`src/design/ring_pkg.sv`:
```
// led ring types and constants
package ring_pkg;

  // ring geometry
  localparam int RING_LEDS = 12;

  // one bit per led, bit 0 is position 0
  typedef logic [RING_LEDS-1:0] led_mask_t;

  // binary index of the lit position, 0 to 11
  typedef logic [3:0] led_index_t;

  // brightness request from the level pins
  typedef logic [1:0] level_t;

  // pwm on-time per 256-cycle frame
  typedef logic [7:0] duty_t;

  // inversion flag on top of the index
  typedef logic [4:0] status_t;

  // duty per brightness level
  localparam duty_t DUTY_L0 = 8'd1;
  localparam duty_t DUTY_L1 = 8'd2;
  localparam duty_t DUTY_L2 = 8'd8;
  localparam duty_t DUTY_L3 = 8'd32;

endpackage

```
`src/design/input_pkg.sv`:
```
// input conditioning constants and types
package input_pkg;

  // depth of the pin synchronizers
  localparam int SYNC_STAGES = 2;

  // cycles a new button level must hold before it counts
  localparam int DEBOUNCE_CYCLES = 16;

  // wide enough to hold DEBOUNCE_CYCLES
  typedef logic [4:0] db_count_t;

  // debouncer states
  typedef enum logic [1:0] {
    DB_RELEASED,
    DB_CONFIRM_PRESS,
    DB_PRESSED,
    DB_CONFIRM_RELEASE
  } db_state_t;

endpackage

```
`src/design/quad_decoder.sv`:
```
// rotary encoder step decoder
`timescale 1ns/1ns

module quad_decoder (
  input  logic clk,
  input  logic rst_i,
  input  logic enc_a_i,
  input  logic enc_b_i,
  output logic step_up_o,
  output logic step_dn_o
);
  import input_pkg::*;

  logic [SYNC_STAGES-1:0] a_sync;
  logic [SYNC_STAGES-1:0] b_sync;
  logic                   a_s;
  logic                   b_s;
  logic                   a_d;    // previous synchronized a
  logic                   a_rise;

  assign a_s    = a_sync[SYNC_STAGES-1];
  assign b_s    = b_sync[SYNC_STAGES-1];
  assign a_rise = a_s & ~a_d;

  // pin synchronizers and edge history
  always_ff @(posedge clk) begin
    if (rst_i) begin
      a_sync <= '0;
      b_sync <= '0;
      a_d    <= 1'b0;
    end else begin
      a_sync <= {a_sync[SYNC_STAGES-2:0], enc_a_i};
      b_sync <= {b_sync[SYNC_STAGES-2:0], enc_b_i};
      a_d    <= a_s;
    end
  end

  // b decides direction at the rising edge of a
  always_ff @(posedge clk) begin
    if (rst_i) begin
      step_up_o <= 1'b0;
      step_dn_o <= 1'b0;
    end else begin
      step_up_o <= a_rise & ~b_s;
      step_dn_o <= a_rise & b_s;
    end
  end

endmodule

```
`src/design/button_debounce.sv`:
```
// push button debouncer
`timescale 1ns/1ns

module button_debounce (
  input  logic clk,
  input  logic rst_i,
  input  logic button_i,
  output logic press_o
);
  import input_pkg::*;

  logic [SYNC_STAGES-1:0] btn_sync;
  logic                   btn_s;
  db_state_t              state;
  db_count_t              count;    // consecutive cycles at the new level
  logic                   count_done;

  assign btn_s      = btn_sync[SYNC_STAGES-1];
  assign count_done = (count == db_count_t'(DEBOUNCE_CYCLES - 1));

  always_ff @(posedge clk) begin
    if (rst_i) begin
      btn_sync <= '0;
    end else begin
      btn_sync <= {btn_sync[SYNC_STAGES-2:0], button_i};
    end
  end

  always_ff @(posedge clk) begin
    if (rst_i) begin
      state   <= DB_RELEASED;
      count   <= '0;
      press_o <= 1'b0;
    end else begin
      press_o <= 1'b0;
      case (state)
        DB_RELEASED: begin
          if (btn_s) begin
            state <= DB_CONFIRM_PRESS;
            count <= db_count_t'(1);  // first high sample
          end
        end
        DB_CONFIRM_PRESS: begin
          if (!btn_s) begin
            state <= DB_RELEASED;  // bounce, back to idle
          end else if (count_done) begin
            state   <= DB_PRESSED;
            press_o <= 1'b1;
          end else begin
            count <= count + 1'b1;
          end
        end
        DB_PRESSED: begin
          if (!btn_s) begin
            state <= DB_CONFIRM_RELEASE;
            count <= db_count_t'(1);
          end
        end
        DB_CONFIRM_RELEASE: begin
          if (btn_s) begin
            state <= DB_PRESSED;
          end else if (count_done) begin
            state <= DB_RELEASED;
          end else begin
            count <= count + 1'b1;
          end
        end
        default: state <= DB_RELEASED;
      endcase
    end
  end

endmodule

```
`src/design/ring_controller.sv`:
```
// led ring position controller
`timescale 1ns/1ns

module ring_controller (
  input  logic                clk,
  input  logic                rst_i,
  input  logic                step_up_i,
  input  logic                step_dn_i,
  input  logic                press_i,
  input  ring_pkg::level_t    level_i,
  output ring_pkg::led_mask_t mask_o,
  output ring_pkg::duty_t     duty_o,
  output ring_pkg::status_t   status_o
);
  import ring_pkg::*;

  led_mask_t  pos;        // one-hot lit position
  logic       inverted;
  led_index_t pos_index;

  assign mask_o = pos ^ {RING_LEDS{inverted}};

  // one-hot to binary
  always_comb begin
    pos_index = '0;
    for (int i = 0; i < RING_LEDS; i++) begin
      if (pos[i]) begin
        pos_index = led_index_t'(i);
      end
    end
  end

  // rotate with wrap both ways
  always_ff @(posedge clk) begin
    if (rst_i) begin
      pos <= led_mask_t'(1);
    end else if (step_up_i) begin
      pos <= {pos[RING_LEDS-2:0], pos[RING_LEDS-1]};
    end else if (step_dn_i) begin
      pos <= {pos[0], pos[RING_LEDS-1:1]};  // 0 wraps to 11
    end
  end

  always_ff @(posedge clk) begin
    if (rst_i) begin
      inverted <= 1'b0;
    end else if (press_i) begin
      inverted <= ~inverted;
    end
  end

  always_ff @(posedge clk) begin
    if (rst_i) begin
      status_o <= '0;
    end else begin
      status_o <= {inverted, pos_index};
    end
  end

  // brightness level to one-hot duty
  always_ff @(posedge clk) begin
    if (rst_i) begin
      duty_o <= DUTY_L0;
    end else begin
      case (level_i)
        2'd0:    duty_o <= DUTY_L0;
        2'd1:    duty_o <= DUTY_L1;
        2'd2:    duty_o <= DUTY_L2;
        default: duty_o <= DUTY_L3;
      endcase
    end
  end

endmodule

```
`src/design/pwm_dimmer.sv`:
```
// pwm led dimmer
`timescale 1ns/1ns

module pwm_dimmer (
  input  logic                clk,
  input  logic                rst_i,
  input  ring_pkg::led_mask_t mask_i,
  input  ring_pkg::duty_t     duty_i,
  output ring_pkg::led_mask_t led_o
);
  import ring_pkg::*;

  duty_t frame_cnt;  // wraps every 256 cycles
  logic  pwm_en;

  always_ff @(posedge clk) begin
    if (rst_i) begin
      frame_cnt <= '0;
    end else begin
      frame_cnt <= frame_cnt + 1'b1;
    end
  end

  // on for duty_i cycles per frame
  always_ff @(posedge clk) begin
    if (rst_i) begin
      pwm_en <= 1'b0;
    end else begin
      pwm_en <= (frame_cnt < duty_i);
    end
  end

  // all leds switch on the same edge
  always_ff @(posedge clk) begin
    if (rst_i) begin
      led_o <= '0;
    end else begin
      led_o <= mask_i & {RING_LEDS{pwm_en}};
    end
  end

endmodule

```
`src/design/ring_top.sv`:
```
// led ring controller top level
`timescale 1ns/1ns

module ring_top (
  input  logic                clk,
  input  logic                rst_i,
  input  logic                enc_a_i,
  input  logic                enc_b_i,
  input  logic                button_i,
  input  ring_pkg::level_t    level_i,
  output ring_pkg::led_mask_t led_o,
  output ring_pkg::status_t   status_o
);
  import ring_pkg::*;

  logic      step_up;
  logic      step_dn;
  logic      press;
  led_mask_t mask;   // after inversion, before dimming
  duty_t     duty;

  quad_decoder quad_decoder_inst (
    .clk       (clk),
    .rst_i     (rst_i),
    .enc_a_i   (enc_a_i),
    .enc_b_i   (enc_b_i),
    .step_up_o (step_up),
    .step_dn_o (step_dn)
  );

  button_debounce button_debounce_inst (
    .clk      (clk),
    .rst_i    (rst_i),
    .button_i (button_i),
    .press_o  (press)
  );

  ring_controller ring_controller_inst (
    .clk       (clk),
    .rst_i     (rst_i),
    .step_up_i (step_up),
    .step_dn_i (step_dn),
    .press_i   (press),
    .level_i   (level_i),
    .mask_o    (mask),
    .duty_o    (duty),
    .status_o  (status_o)
  );

  pwm_dimmer pwm_dimmer_inst (
    .clk    (clk),
    .rst_i  (rst_i),
    .mask_i (mask),
    .duty_i (duty),
    .led_o  (led_o)
  );

endmodule

```
`config.mk`:
```
export PLATFORM = sky130hd
export DESIGN_NAME = ring_top
export DESIGN_NICKNAME = d
export VERILOG_FILES = /design/src/design/ring_pkg.sv /design/src/design/input_pkg.sv /design/src/design/quad_decoder.sv /design/src/design/button_debounce.sv /design/src/design/ring_controller.sv /design/src/design/pwm_dimmer.sv /design/src/design/ring_top.sv
export SDC_FILE = /design/constraint.sdc
export NUM_CORES = 1
export LEC_CHECK = 0
export ABC_AREA = 1
export ABC_CLOCK_PERIOD_IN_PS = 1800
export BUFFER_PORTS_ARGS = -buffer_cell sky130_fd_sc_hd__buf_4
export CAP_MARGIN = 20
export CORE_UTILIZATION = 57
export DETAILED_ROUTE_END_ITERATION = 8
export GPL_ROUTABILITY_DRIVEN = 1
export PLACE_DENSITY = 0.78
export SLEW_MARGIN = 15
export SYNTH_ARGS = -nofsm -noshare
export SYNTH_HDL_FRONTEND = slang
export SYNTH_SLANG_ARGS = --single-unit
```
`constraint.sdc`:
```
create_clock -name clk -period 1.8 [get_ports clk]
set_clock_uncertainty 0.05 [all_clocks]
set_input_delay 0.09 -clock clk [delete_from_list [all_inputs] [get_ports clk]]
set_output_delay 0.09 -clock clk [all_outputs]
set_load 0.02 [all_outputs]
```
Word level (Yosys, flattened, before mapping)
Cells that the tools add are included.

Add/subtract/negate cells: 2. Order comparisons: 1. Equal/unequal tests: 12. Multiplexer cells: 28. Bitwise operators: 10. Reduce and logical (&&, ||, !) cells: 7.

Operators by type and width (count): 5-bit 2-to-1 mux (5); 12-bit 2-to-1 mux (2); 5-bit one-hot mux with 4 select lines (1); 6-bit one-hot mux with 3 select lines (1); 2-bit 2-to-1 mux (8); 4-bit 2-to-1 mux (4); 12-bit AND (1); 3-bit 2-to-1 mux (4); 12-bit bitwise XOR (1); 8-bit by 1-bit adder with 8-bit output, second input constant (1); 8-bit < comparator (1); 2-bit one-hot mux with 4 select lines (1); 4-bit AND reduction (2); 2-bit equality test, second input constant (3); 5-bit by 1-bit adder with 5-bit output, second input constant (1); 5-bit by 4-bit equality test with 1-bit output, second input constant (1); 1-bit inverter (5); 5-bit OR reduction (1); 2-bit by 1-bit equality test with 1-bit output, second input constant (2); 2-bit zero test (2); 2-bit by 1-bit inequality test with 1-bit output, second input constant (2); 2-bit inequality test, second input constant (2); 1-bit AND (3); 3-bit by 1-bit inequality test with 1-bit output, second input constant (1); 4 further kinds (5).

Flip-flop bits (word level): 64. Bits of input ports: 7. Output and inout port bits: 17. Word-level logic and storage cells: 77.

Logic depth before layout (Yosys ltp)
Gate-level depths: netlist of the first run.

Depth in word-level cells: 11. Gate-level depth with buffers: 11.

Modules after synthesis
A second synthesis of the first run with hierarchy kept.

Cells, all modules: 316. Area, all modules: 2552.4 sq um.

By module, submodules not included: ring_controller (instances 1, cells each 117, area each 993.5 sq um, sequential area each 440.4 sq um); pwm_dimmer (instances 1, cells each 114, area each 887.1 sq um, sequential area each 420.4 sq um); button_debounce (instances 1, cells each 61, area each 465.4 sq um, sequential area each 200.2 sq um); quad_decoder (instances 1, cells each 24, area each 206.4 sq um, sequential area each 140.1 sq um).

Worst setup path after synthesis of the first run
No wires, ideal clock.

Path kind: reg-to-reg. Start point: register button_debounce_inst.count[0]. End point: register button_debounce_inst.count[0]. Setup time: 0.125 ns. Arrival time: 1.309 ns. Data required time: 1.625 ns. Setup slack: 0.316 ns. Stages on the path, launching flop included: 10. Clock period less this slack: 1.484 ns. Cells stage by stage: dfxtp_1 ha_1 inv_1 nor3_1 ha_1 nand2_1 nand3_4 inv_1 o21ai_0 a31oi_1.

Cells in the longest elaborated chain, start to end: 4.

Ends and longest elaborated chain: start: declaration (RTL line button_debounce.sv:15) `db_count_t count;`; start signal: assignment (RTL line button_debounce.sv:40) `count <= db_count_t'(1);`; start signal: assignment (RTL line button_debounce.sv:50) `count <= count + 1'b1;`; start signal: assignment (RTL line button_debounce.sv:56) `count <= db_count_t'(1);`; 5-bit by 4-bit equality test with 1-bit output * (RTL line button_debounce.sv:19) `assign count_done = (count == db_count_t'(DEBOUNCE_CYCLES - 1));`; net button_debounce_inst.count_done (RTL line button_debounce.sv:16) `logic count_done;`; 5-bit 2-to-1 mux * (RTL line button_debounce.sv:46, button_debounce.sv:62); 5-bit 2-to-1 mux, on equally long branches (RTL line button_debounce.sv:60, button_debounce.sv:44); 5-bit one-hot mux with 4 select lines * (RTL line button_debounce.sv:36) `case (state)`.

The timed path passes the listed nets; every way through them passes the cells marked *. The select of a mux whose other input is x is not followed. A chain may end at the register's enable or synchronous reset.

Worst setup path in the final report of the first run
Start point: register button_debounce_inst.count[1]. End point: register button_debounce_inst.count[0].

Cells in the longest elaborated chain, start to end: 4.

Ends and longest elaborated chain (RTL line): 5-bit by 4-bit equality test with 1-bit output * (button_debounce.sv:19); net button_debounce_inst.count_done (button_debounce.sv:16); 5-bit 2-to-1 mux *; 5-bit 2-to-1 mux, on equally long branches; 5-bit one-hot mux with 4 select lines *.

Marked as above.

==> impl_summary.log, run 1 <==
[metrics] total number of clock tree sinks: 60
[metrics] total wirelength of the detailed-routed design: 4343 µm
[metrics] most frequently used flop master after synthesis: sky130_fd_sc_hd__dfxtp_1
[metrics] launch instance of the worst register-to-register path: button_debounce_inst.count[1]$_SDFFE_PP0P_
[metrics] H-tree levels: 3
[metrics] storage element area: 1202 µm²
[metrics] Crit path largest cell delay: 350 ps
[metrics] DRC errors left: 0
[metrics] Vias: 1907
[metrics] sequence of cells on the critical path: ha_1 > inv_1 > nor3_2 > ha_2 > nand2_1 > nand3_4 > inv_1 > o21ai_0 > a31oi_1
[metrics] number of global-route vias before repair: 1832
[metrics] clock buffer count from CTS: 9
[metrics] number of nets produced by synthesis: 277
[metrics] endpoint required time on the critical path: 1960 ps
[metrics] footprint of the multi-input gates: 895.9 µm²
[metrics] Critical Path Start: button_debounce_inst.count[1]$_SDFFE_PP0P_
[metrics] Vert. Die Dim: 65.45 µm
[metrics] power density of the placed cells: 973.2 nW/µm²
[metrics] leakage power: 1.156 nW
[metrics] FILL cells: 274
[metrics] number of antenna violations at the first check in global routing: 0
[metrics] number of enable-type register cells in the synthesized netlist: 0
[metrics] Die X: 65.45 µm
[metrics] upper clock frequency limit: 0.6074 GHz
[metrics] category of the worst setup path launch point: register
[metrics] M1 WL: 1940 µm
[metrics] maximum VDD drop: 746.5 µV
[metrics] overall global routing resource usage: 0.2429
[metrics] fraction of final layout cells sized beyond drive strength 1: 0.1711
[metrics] worst-path maximum fanout: 6
[metrics] final core utilization: 0.7253
[metrics] cell with the biggest individual delay on the critical path: sky130_fd_sc_hd__dfxtp_1
[metrics] kind of critical path: register to register
[metrics] met3 wirelength from detailed routing: 216 µm
[metrics] run status: finished clean
[metrics] Min-Delay Path Class: primary input to register
[metrics] count of buffers from port buffering: 23
[metrics] pin count of the biggest net entering global routing: 26
[metrics] final-report max-slew violation count: 0
[metrics] Setup Total Neg Slack: 0 ps
[metrics] antenna-violating nets left: 0
[metrics] Slew Limit Headroom: 0.5692
[metrics] setup repair after global routing missed its margin: no
[metrics] global-route wire length before repair: 7686 µm
[metrics] most common cell after layout, fill and taps aside: sky130_fd_sc_hd__dfxtp_1
[metrics] routed via count divided by cell count: 5.512
[metrics] highest metal layer used by the detailed router: met4
[metrics] mean area per synthesized cell: 8.692 µm²
[metrics] total global routing overflow: 0
[metrics] Syn-to-layout area delta: 19.19%
[metrics] Hold Path Origin: rst_i
[metrics] sequential area share after synthesis: 0.5234
[metrics] most frequent CP cell: sky130_fd_sc_hd__inv_1
[metrics] Fin. Hold Viols: 0
[metrics] DIE AREA: 4284 µm²
[metrics] CTS tree: built
[metrics] routability-driven placement congestion ratio: 0.8141
[metrics] final setup violating endpoints: 0
[metrics] total of max-cap violations: 0
[metrics] ports placed on the boundary: 24
[metrics] Antenna Cells: 0
[metrics] number of core rows: 22
[metrics] commonest non-fill, non-tap cells in the layout: sky130_fd_sc_hd__dfxtp_1, sky130_fd_sc_hd__inv_1, sky130_fd_sc_hd__nor2_1, sky130_fd_sc_hd__buf_4, sky130_fd_sc_hd__nand2_1
[metrics] endpoint type of the worst setup path: register
[metrics] clock tree root driver cell: sky130_fd_sc_hd__clkbuf_8
[metrics] number of DRC markers in iteration 0: 145
[metrics] number of cells produced by synthesis: 264
[metrics] Worst Tran Pin Value: 645.5 ps
[metrics] Skew-Pair Late Insertion Delay: 330 ps
[metrics] Clock Tree Buf Depth: 2
[metrics] flop and latch count out of synthesis: 60
[metrics] clock slew at reported path FFs: 60 ps
[metrics] routed wirelength normalized by instance count: 12.55 µm
[metrics] count of yosys warnings during synthesis: 0
[metrics] area of the mapped netlist: 2295 µm²
[metrics] iteration count of the initial detailed-routing pass: 6
[metrics] async set-reset flop share out of synthesis: 0
[metrics] NumNets Final: 308
[metrics] Core ar.: 3771 µm²
[metrics] Post-CTS Setup Bufs: 0
[metrics] worst endpoint data arrival time: 1810 ps
[metrics] initial cell density of the core: 0.6085
[metrics] WL met2: 2103 µm
[metrics] final period demand of the worst path: 1646 ps
[metrics] Post-DP HPWL: 2673 µm
[metrics] crit share post-route: 0.9147
[metrics] number of different library cells in the post-synthesis netlist: 29
## final cells by class
cell class | count | share of cell area
clock buffers | 12 | 0.06038
repair buffers | 32 | 0.09332
inverters | 39 | 0.05352
well taps | 48 | 0.02196
clock inverters | 2 | 0.003660
multi-input cells | 153 | 0.3275
flip-flops and latches | 60 | 0.4396
## sequential cells by signal, indices dropped and copies added (netlist names), 2 cells and up, named ones only
register,cells
pwm_dimmer_inst.led_o,12
ring_controller_inst.pos,12
pwm_dimmer_inst.frame_cnt,8
button_debounce_inst.count,5
ring_controller_inst.status_o,5
ring_controller_inst.duty_o,4
button_debounce_inst.btn_sync,2
quad_decoder_inst.a_sync,2
quad_decoder_inst.b_sync,2
## worst max-delay path: cells and delay by family, from the launching register on
kind	cells	cell delay, ps
compound gates	2	200
flops	1	350
fa+ha+maj	2	380
buf+inv	2	150
simple gates	3	380
## kinds of logic (layout without fill, tap and decap cells)
group | Yosys count | in the layout | share of synthesized area
simple gates | 76 | 76 | 0.1521
compound gates | 70 | 70 | 0.1985
flops | 60 | 60 | 0.5234
buf+inv | 51 | 85 | 0.08942
fa+ha+maj | 6 | 6 | 0.03271
xor+xnor | 1 | 1 | 0.003817
## per-stage QoR
stage	cells	hold slack, ps	instance area, µm²	worst slack [ps]	total power (W)
3_3_place_gp	326	214.5	2491	222.9	0.001604
4_1_cts	346	42.99	2726	54.37	0.002683
6_report	346	51.42	2735	153.5	0.002662
5_1_grt	346	42.78	2735	12.81	0.002783
2_1_floorplan	264	112.4	2295	316.1	0.001553
3_5_place_dp	326	222.1	2491	90.57	0.001611
## Yosys cell counts (2+ instances only)
library cell,n,area (µm²)
sky130_fd_sc_hd__ha_1,6,75.07
sky130_fd_sc_hd__o21ai_0,9,45.04
sky130_fd_sc_hd__inv_1,37,138.9
sky130_fd_sc_hd__buf_2,8,40.04
sky130_fd_sc_hd__nand2_1,23,86.33
sky130_fd_sc_hd__nand3_1,7,35.03
sky130_fd_sc_hd__o31ai_1,2,15.01
sky130_fd_sc_hd__o21a_1,12,90.09
sky130_fd_sc_hd__inv_2,2,7.510
sky130_fd_sc_hd__nor2_1,31,116.4
sky130_fd_sc_hd__dfxtp_1,60,1201
sky130_fd_sc_hd__clkbuf_1,3,11.26
sky130_fd_sc_hd__o221ai_1,12,105.1
sky130_fd_sc_hd__nor3_1,6,30.03
sky130_fd_sc_hd__a21oi_1,20,100.1
sky130_fd_sc_hd__nor4_1,2,12.51
sky130_fd_sc_hd__a31oi_1,12,75.07
## final timing paths
path	end	slack (ps)	cells past startpoint
worst max-delay path	button_debounce_inst.count[0]$_SDFFE_PP0P_	150	9
worst min-delay path	pwm_dimmer_inst.frame_cnt[0]$_SDFF_PP0_	50	2
worst max register to register	button_debounce_inst.count[0]$_SDFFE_PP0P_	150	9
worst min register to register	button_debounce_inst.btn_sync[1]$_SDFF_PP0_	360	2
## routing by layer
metal | GRT usage | vias to the layer above
li1 | - | 954
met1 | 0.2683 | 877
met2 | 0.3905 | 66
met3 | 0.1024 | 10
met4 | 0.1359 | 0
met5 | 0 | -
## repair_timing
action / 4_1_cts / 5_1_grt
hold buffers: 6 / 0
setup endpoints to repair: 0 / 3
endpoints found under the hold margin: 7 / 0
resized for setup: 0 / 3
## power by group
group	total, W	switching [W]	internal, W
Combinational	0.000192	0.000110	0.0000817
Clock	0.00106	0.000473	0.000592
Sequential	0.00141	0.0000320	0.00137
Note: power is estimated with default switching activity, not from simulation.
==> run 2: changes to the inputs <==
--- a/config.mk
+++ b/config.mk
@@ -7,12 +7,12 @@
 export LEC_CHECK = 0
 export ABC_AREA = 1
 export ABC_CLOCK_PERIOD_IN_PS = 1800
-export BUFFER_PORTS_ARGS = -buffer_cell sky130_fd_sc_hd__buf_4
 export CAP_MARGIN = 20
-export CORE_UTILIZATION = 57
+export CORE_UTILIZATION = 61
 export DETAILED_ROUTE_END_ITERATION = 8
+export DONT_BUFFER_PORTS = 1
 export GPL_ROUTABILITY_DRIVEN = 1
-export PLACE_DENSITY = 0.78
+export PLACE_DENSITY = 0.77
 export SLEW_MARGIN = 15
 export SYNTH_ARGS = -nofsm -noshare
 export SYNTH_HDL_FRONTEND = slang
==> impl_summary.log, run 2 (same netlist as run 1, synthesis figures left out) <==
[metrics] Core ar.: 3468 µm²
[metrics] Antenna Cells: 0
[metrics] count of buffers from port buffering: 0
[metrics] commonest non-fill, non-tap cells in the layout: sky130_fd_sc_hd__dfxtp_1, sky130_fd_sc_hd__inv_1, sky130_fd_sc_hd__nor2_1, sky130_fd_sc_hd__nand2_1, sky130_fd_sc_hd__a21oi_1
[metrics] clock tree root driver cell: sky130_fd_sc_hd__clkbuf_8
[metrics] antenna-violating nets left: 0
[metrics] overall global routing resource usage: 0.2322
[metrics] final-report max-slew violation count: 0
[metrics] depth of the worst register-to-register path: 9
[metrics] worst endpoint data arrival time: 1790 ps
[metrics] worst-path maximum fanout: 6
[metrics] launch instance of the worst register-to-register path: button_debounce_inst.count[0]$_SDFFE_PP0P_
[metrics] Top Registers: pwm_dimmer_inst.led_o: 12 flops, ring_controller_inst.pos: 12 flops, pwm_dimmer_inst.frame_cnt: 8 flops
[metrics] number of buffer and inverter instances along the worst setup path: 2
[metrics] number of global-route vias before repair: 1619
[metrics] iteration count of the initial detailed-routing pass: 4
[metrics] Crit path largest cell delay: 370 ps
[metrics] setup repair after global routing missed its margin: no
[metrics] routed via count divided by cell count: 5.327
[metrics] power density of the placed cells: 1017 nW/µm²
[metrics] pin count of the biggest net entering global routing: 24
[metrics] total number of clock tree sinks: 60
[metrics] placed instance count: 301
[metrics] flop2flop setup slack: 170 ps
[metrics] Layout Cells excl Fill: 324
[metrics] routed wirelength normalized by instance count: 12.29 µm
[metrics] fraction of final layout cells sized beyond drive strength 1: 0.08633
[metrics] number of DRC markers in iteration 0: 138
[metrics] cell with the biggest individual delay on the critical path: sky130_fd_sc_hd__dfxtp_1
[metrics] overall power: 0.002612 W
[metrics] maximum VDD drop: 750.3 µV
[metrics] Skew-Pair Late Insertion Delay: 330 ps
[metrics] top cell family by delay on the critical path: simple AND/OR/NAND/NOR gates
[metrics] Vias: 1726
[metrics] worst hold path cell count: 2
[metrics] total of max-cap violations: 0
[metrics] Endpoint, Worst Hold: button_debounce_inst.btn_sync[0]$_SDFF_PP0_
[metrics] ports placed on the boundary: 24
[metrics] global-route wire length before repair: 7086 µm
[metrics] upper clock frequency limit: 0.6129 GHz
[metrics] Vert. Die Dim: 63.34 µm
[metrics] run status: finished clean
[metrics] Fin. Hold Viols: 0
[metrics] Setup Total Neg Slack: 0 ps
[metrics] sequence of cells on the critical path: ha_1 > inv_1 > nor3_1 > ha_1 > nand2_1 > nand3_4 > inv_1 > o21ai_0 > a31oi_1
[metrics] total global routing overflow: 0
[metrics] crit share post-route: 0.9065
[metrics] most common cell after layout, fill and taps aside: sky130_fd_sc_hd__dfxtp_1
[metrics] final core utilization: 0.7403
[metrics] Post-CTS Setup Bufs: 0
[metrics] NumNets Final: 287
[metrics] endpoint type of the worst setup path: register
[metrics] initial cell density of the core: 0.6616
[metrics] number of core rows: 21
[metrics] category of the worst setup path launch point: register
[metrics] Syn-to-layout area delta: 11.89%
[metrics] leakage power: 1.052 nW
[metrics] endpoint required time on the critical path: 1960 ps
[metrics] routability-driven placement congestion ratio: 0.8179
[metrics] number of antenna violations at the first check in global routing: 0
[metrics] DIE AREA: 4011 µm²
[metrics] final setup violating endpoints: 0
[metrics] H-tree levels: 3
[metrics] final period demand of the worst path: 1632 ps
[metrics] Worst Tran Pin Value: 776.4 ps
[metrics] clock buffer count from CTS: 9
[metrics] Min-Delay Path Class: primary input to register
[metrics] Post-DP HPWL: 2579 µm
[metrics] Hold Path Origin: rst_i
[metrics] CTS tree: built
[metrics] total wirelength of the detailed-routed design: 3982 µm
[metrics] DRC errors left: 0
[metrics] Die X: 63.34 µm
[metrics] destination of the worst register-to-register timing path: button_debounce_inst.count[0]$_SDFFE_PP0P_
[metrics] kind of critical path: register to register
[metrics] clock slew at reported path FFs: 60 ps
[metrics] Clock Tree Buf Depth: 2
[metrics] Slew Limit Headroom: 0.4824
==> run 2: worst max-delay path by stage <==
stage / depth (start not counted) / slack [ps] / end / from
floorplan: 9 / 320 / button_debounce_inst.count[0]$_SDFFE_PP0P_ / button_debounce_inst.count[0]$_SDFFE_PP0P_
global placement: 9 / 220 / button_debounce_inst.count[0]$_SDFFE_PP0P_ / button_debounce_inst.count[0]$_SDFFE_PP0P_
detailed placement: 9 / 180 / button_debounce_inst.count[0]$_SDFFE_PP0P_ / button_debounce_inst.count[0]$_SDFFE_PP0P_
CTS: 5 / 5 / pwm_dimmer_inst.led_o[11]$_SDFF_PP0_ / rst_i
global route: 9 / 20 / button_debounce_inst.count[0]$_SDFFE_PP0P_ / button_debounce_inst.count[0]$_SDFFE_PP0P_
finish: 9 / 170 / button_debounce_inst.count[0]$_SDFFE_PP0P_ / button_debounce_inst.count[0]$_SDFFE_PP0P_
==> run 2: metal layers <==
layer	vias up	routed length, µm	global-route usage	part of all wire
li1	917	-	-	-
met1	758	1941	0.2864	0.49
met2	39	1779	0.3617	0.45
met3	12	157	0.05616	0.039
met4	0	104	0.1449	0.026
met5	-	0	0	0
==> run 2: layout make-up <==
class | instances | area [µm²]
Inverter | 39 | 146.4
Sequential cell | 60 | 1201
Multi-Input combinational cell | 153 | 888.4
Clock buffer | 13 | 158.9
Clock inverter | 2 | 10.01
Fill cell | 261 | 900.9
Timing Repair Buffer | 11 | 105.1
Tap cell | 46 | 57.56
==> run 2: power breakdown <==
| part | internal (W) | total, W | switching (W) |
|---|---|---|---|
| sequential | 0.00137 | 0.00142 | 0.0000473 |
| clock | 0.000563 | 0.00104 | 0.000481 |
| combinational | 0.0000622 | 0.000148 | 0.0000854 |
==> run 2: what timing repair did <==
| action | in CTS | in global routing |
|---|---|---|
| setup endpoints to repair | 0 | 12 |
| hold endpoints to repair | 31 | 0 |
| gates resized for setup | 0 | 1 |
| hold buffers | 8 | 0 |
==> run 2: stage by stage <==
stage               hold slack [ps]  area (µm²)  setup WS, ps
global route                  328.9        2567         19.80
finish                        315.8        2567         168.3
detailed placement            111.2        2316         176.1
global placement              110.6        2316         215.2
CTS                           307.7        2565         5.131
floorplan                     112.4        2295         316.1
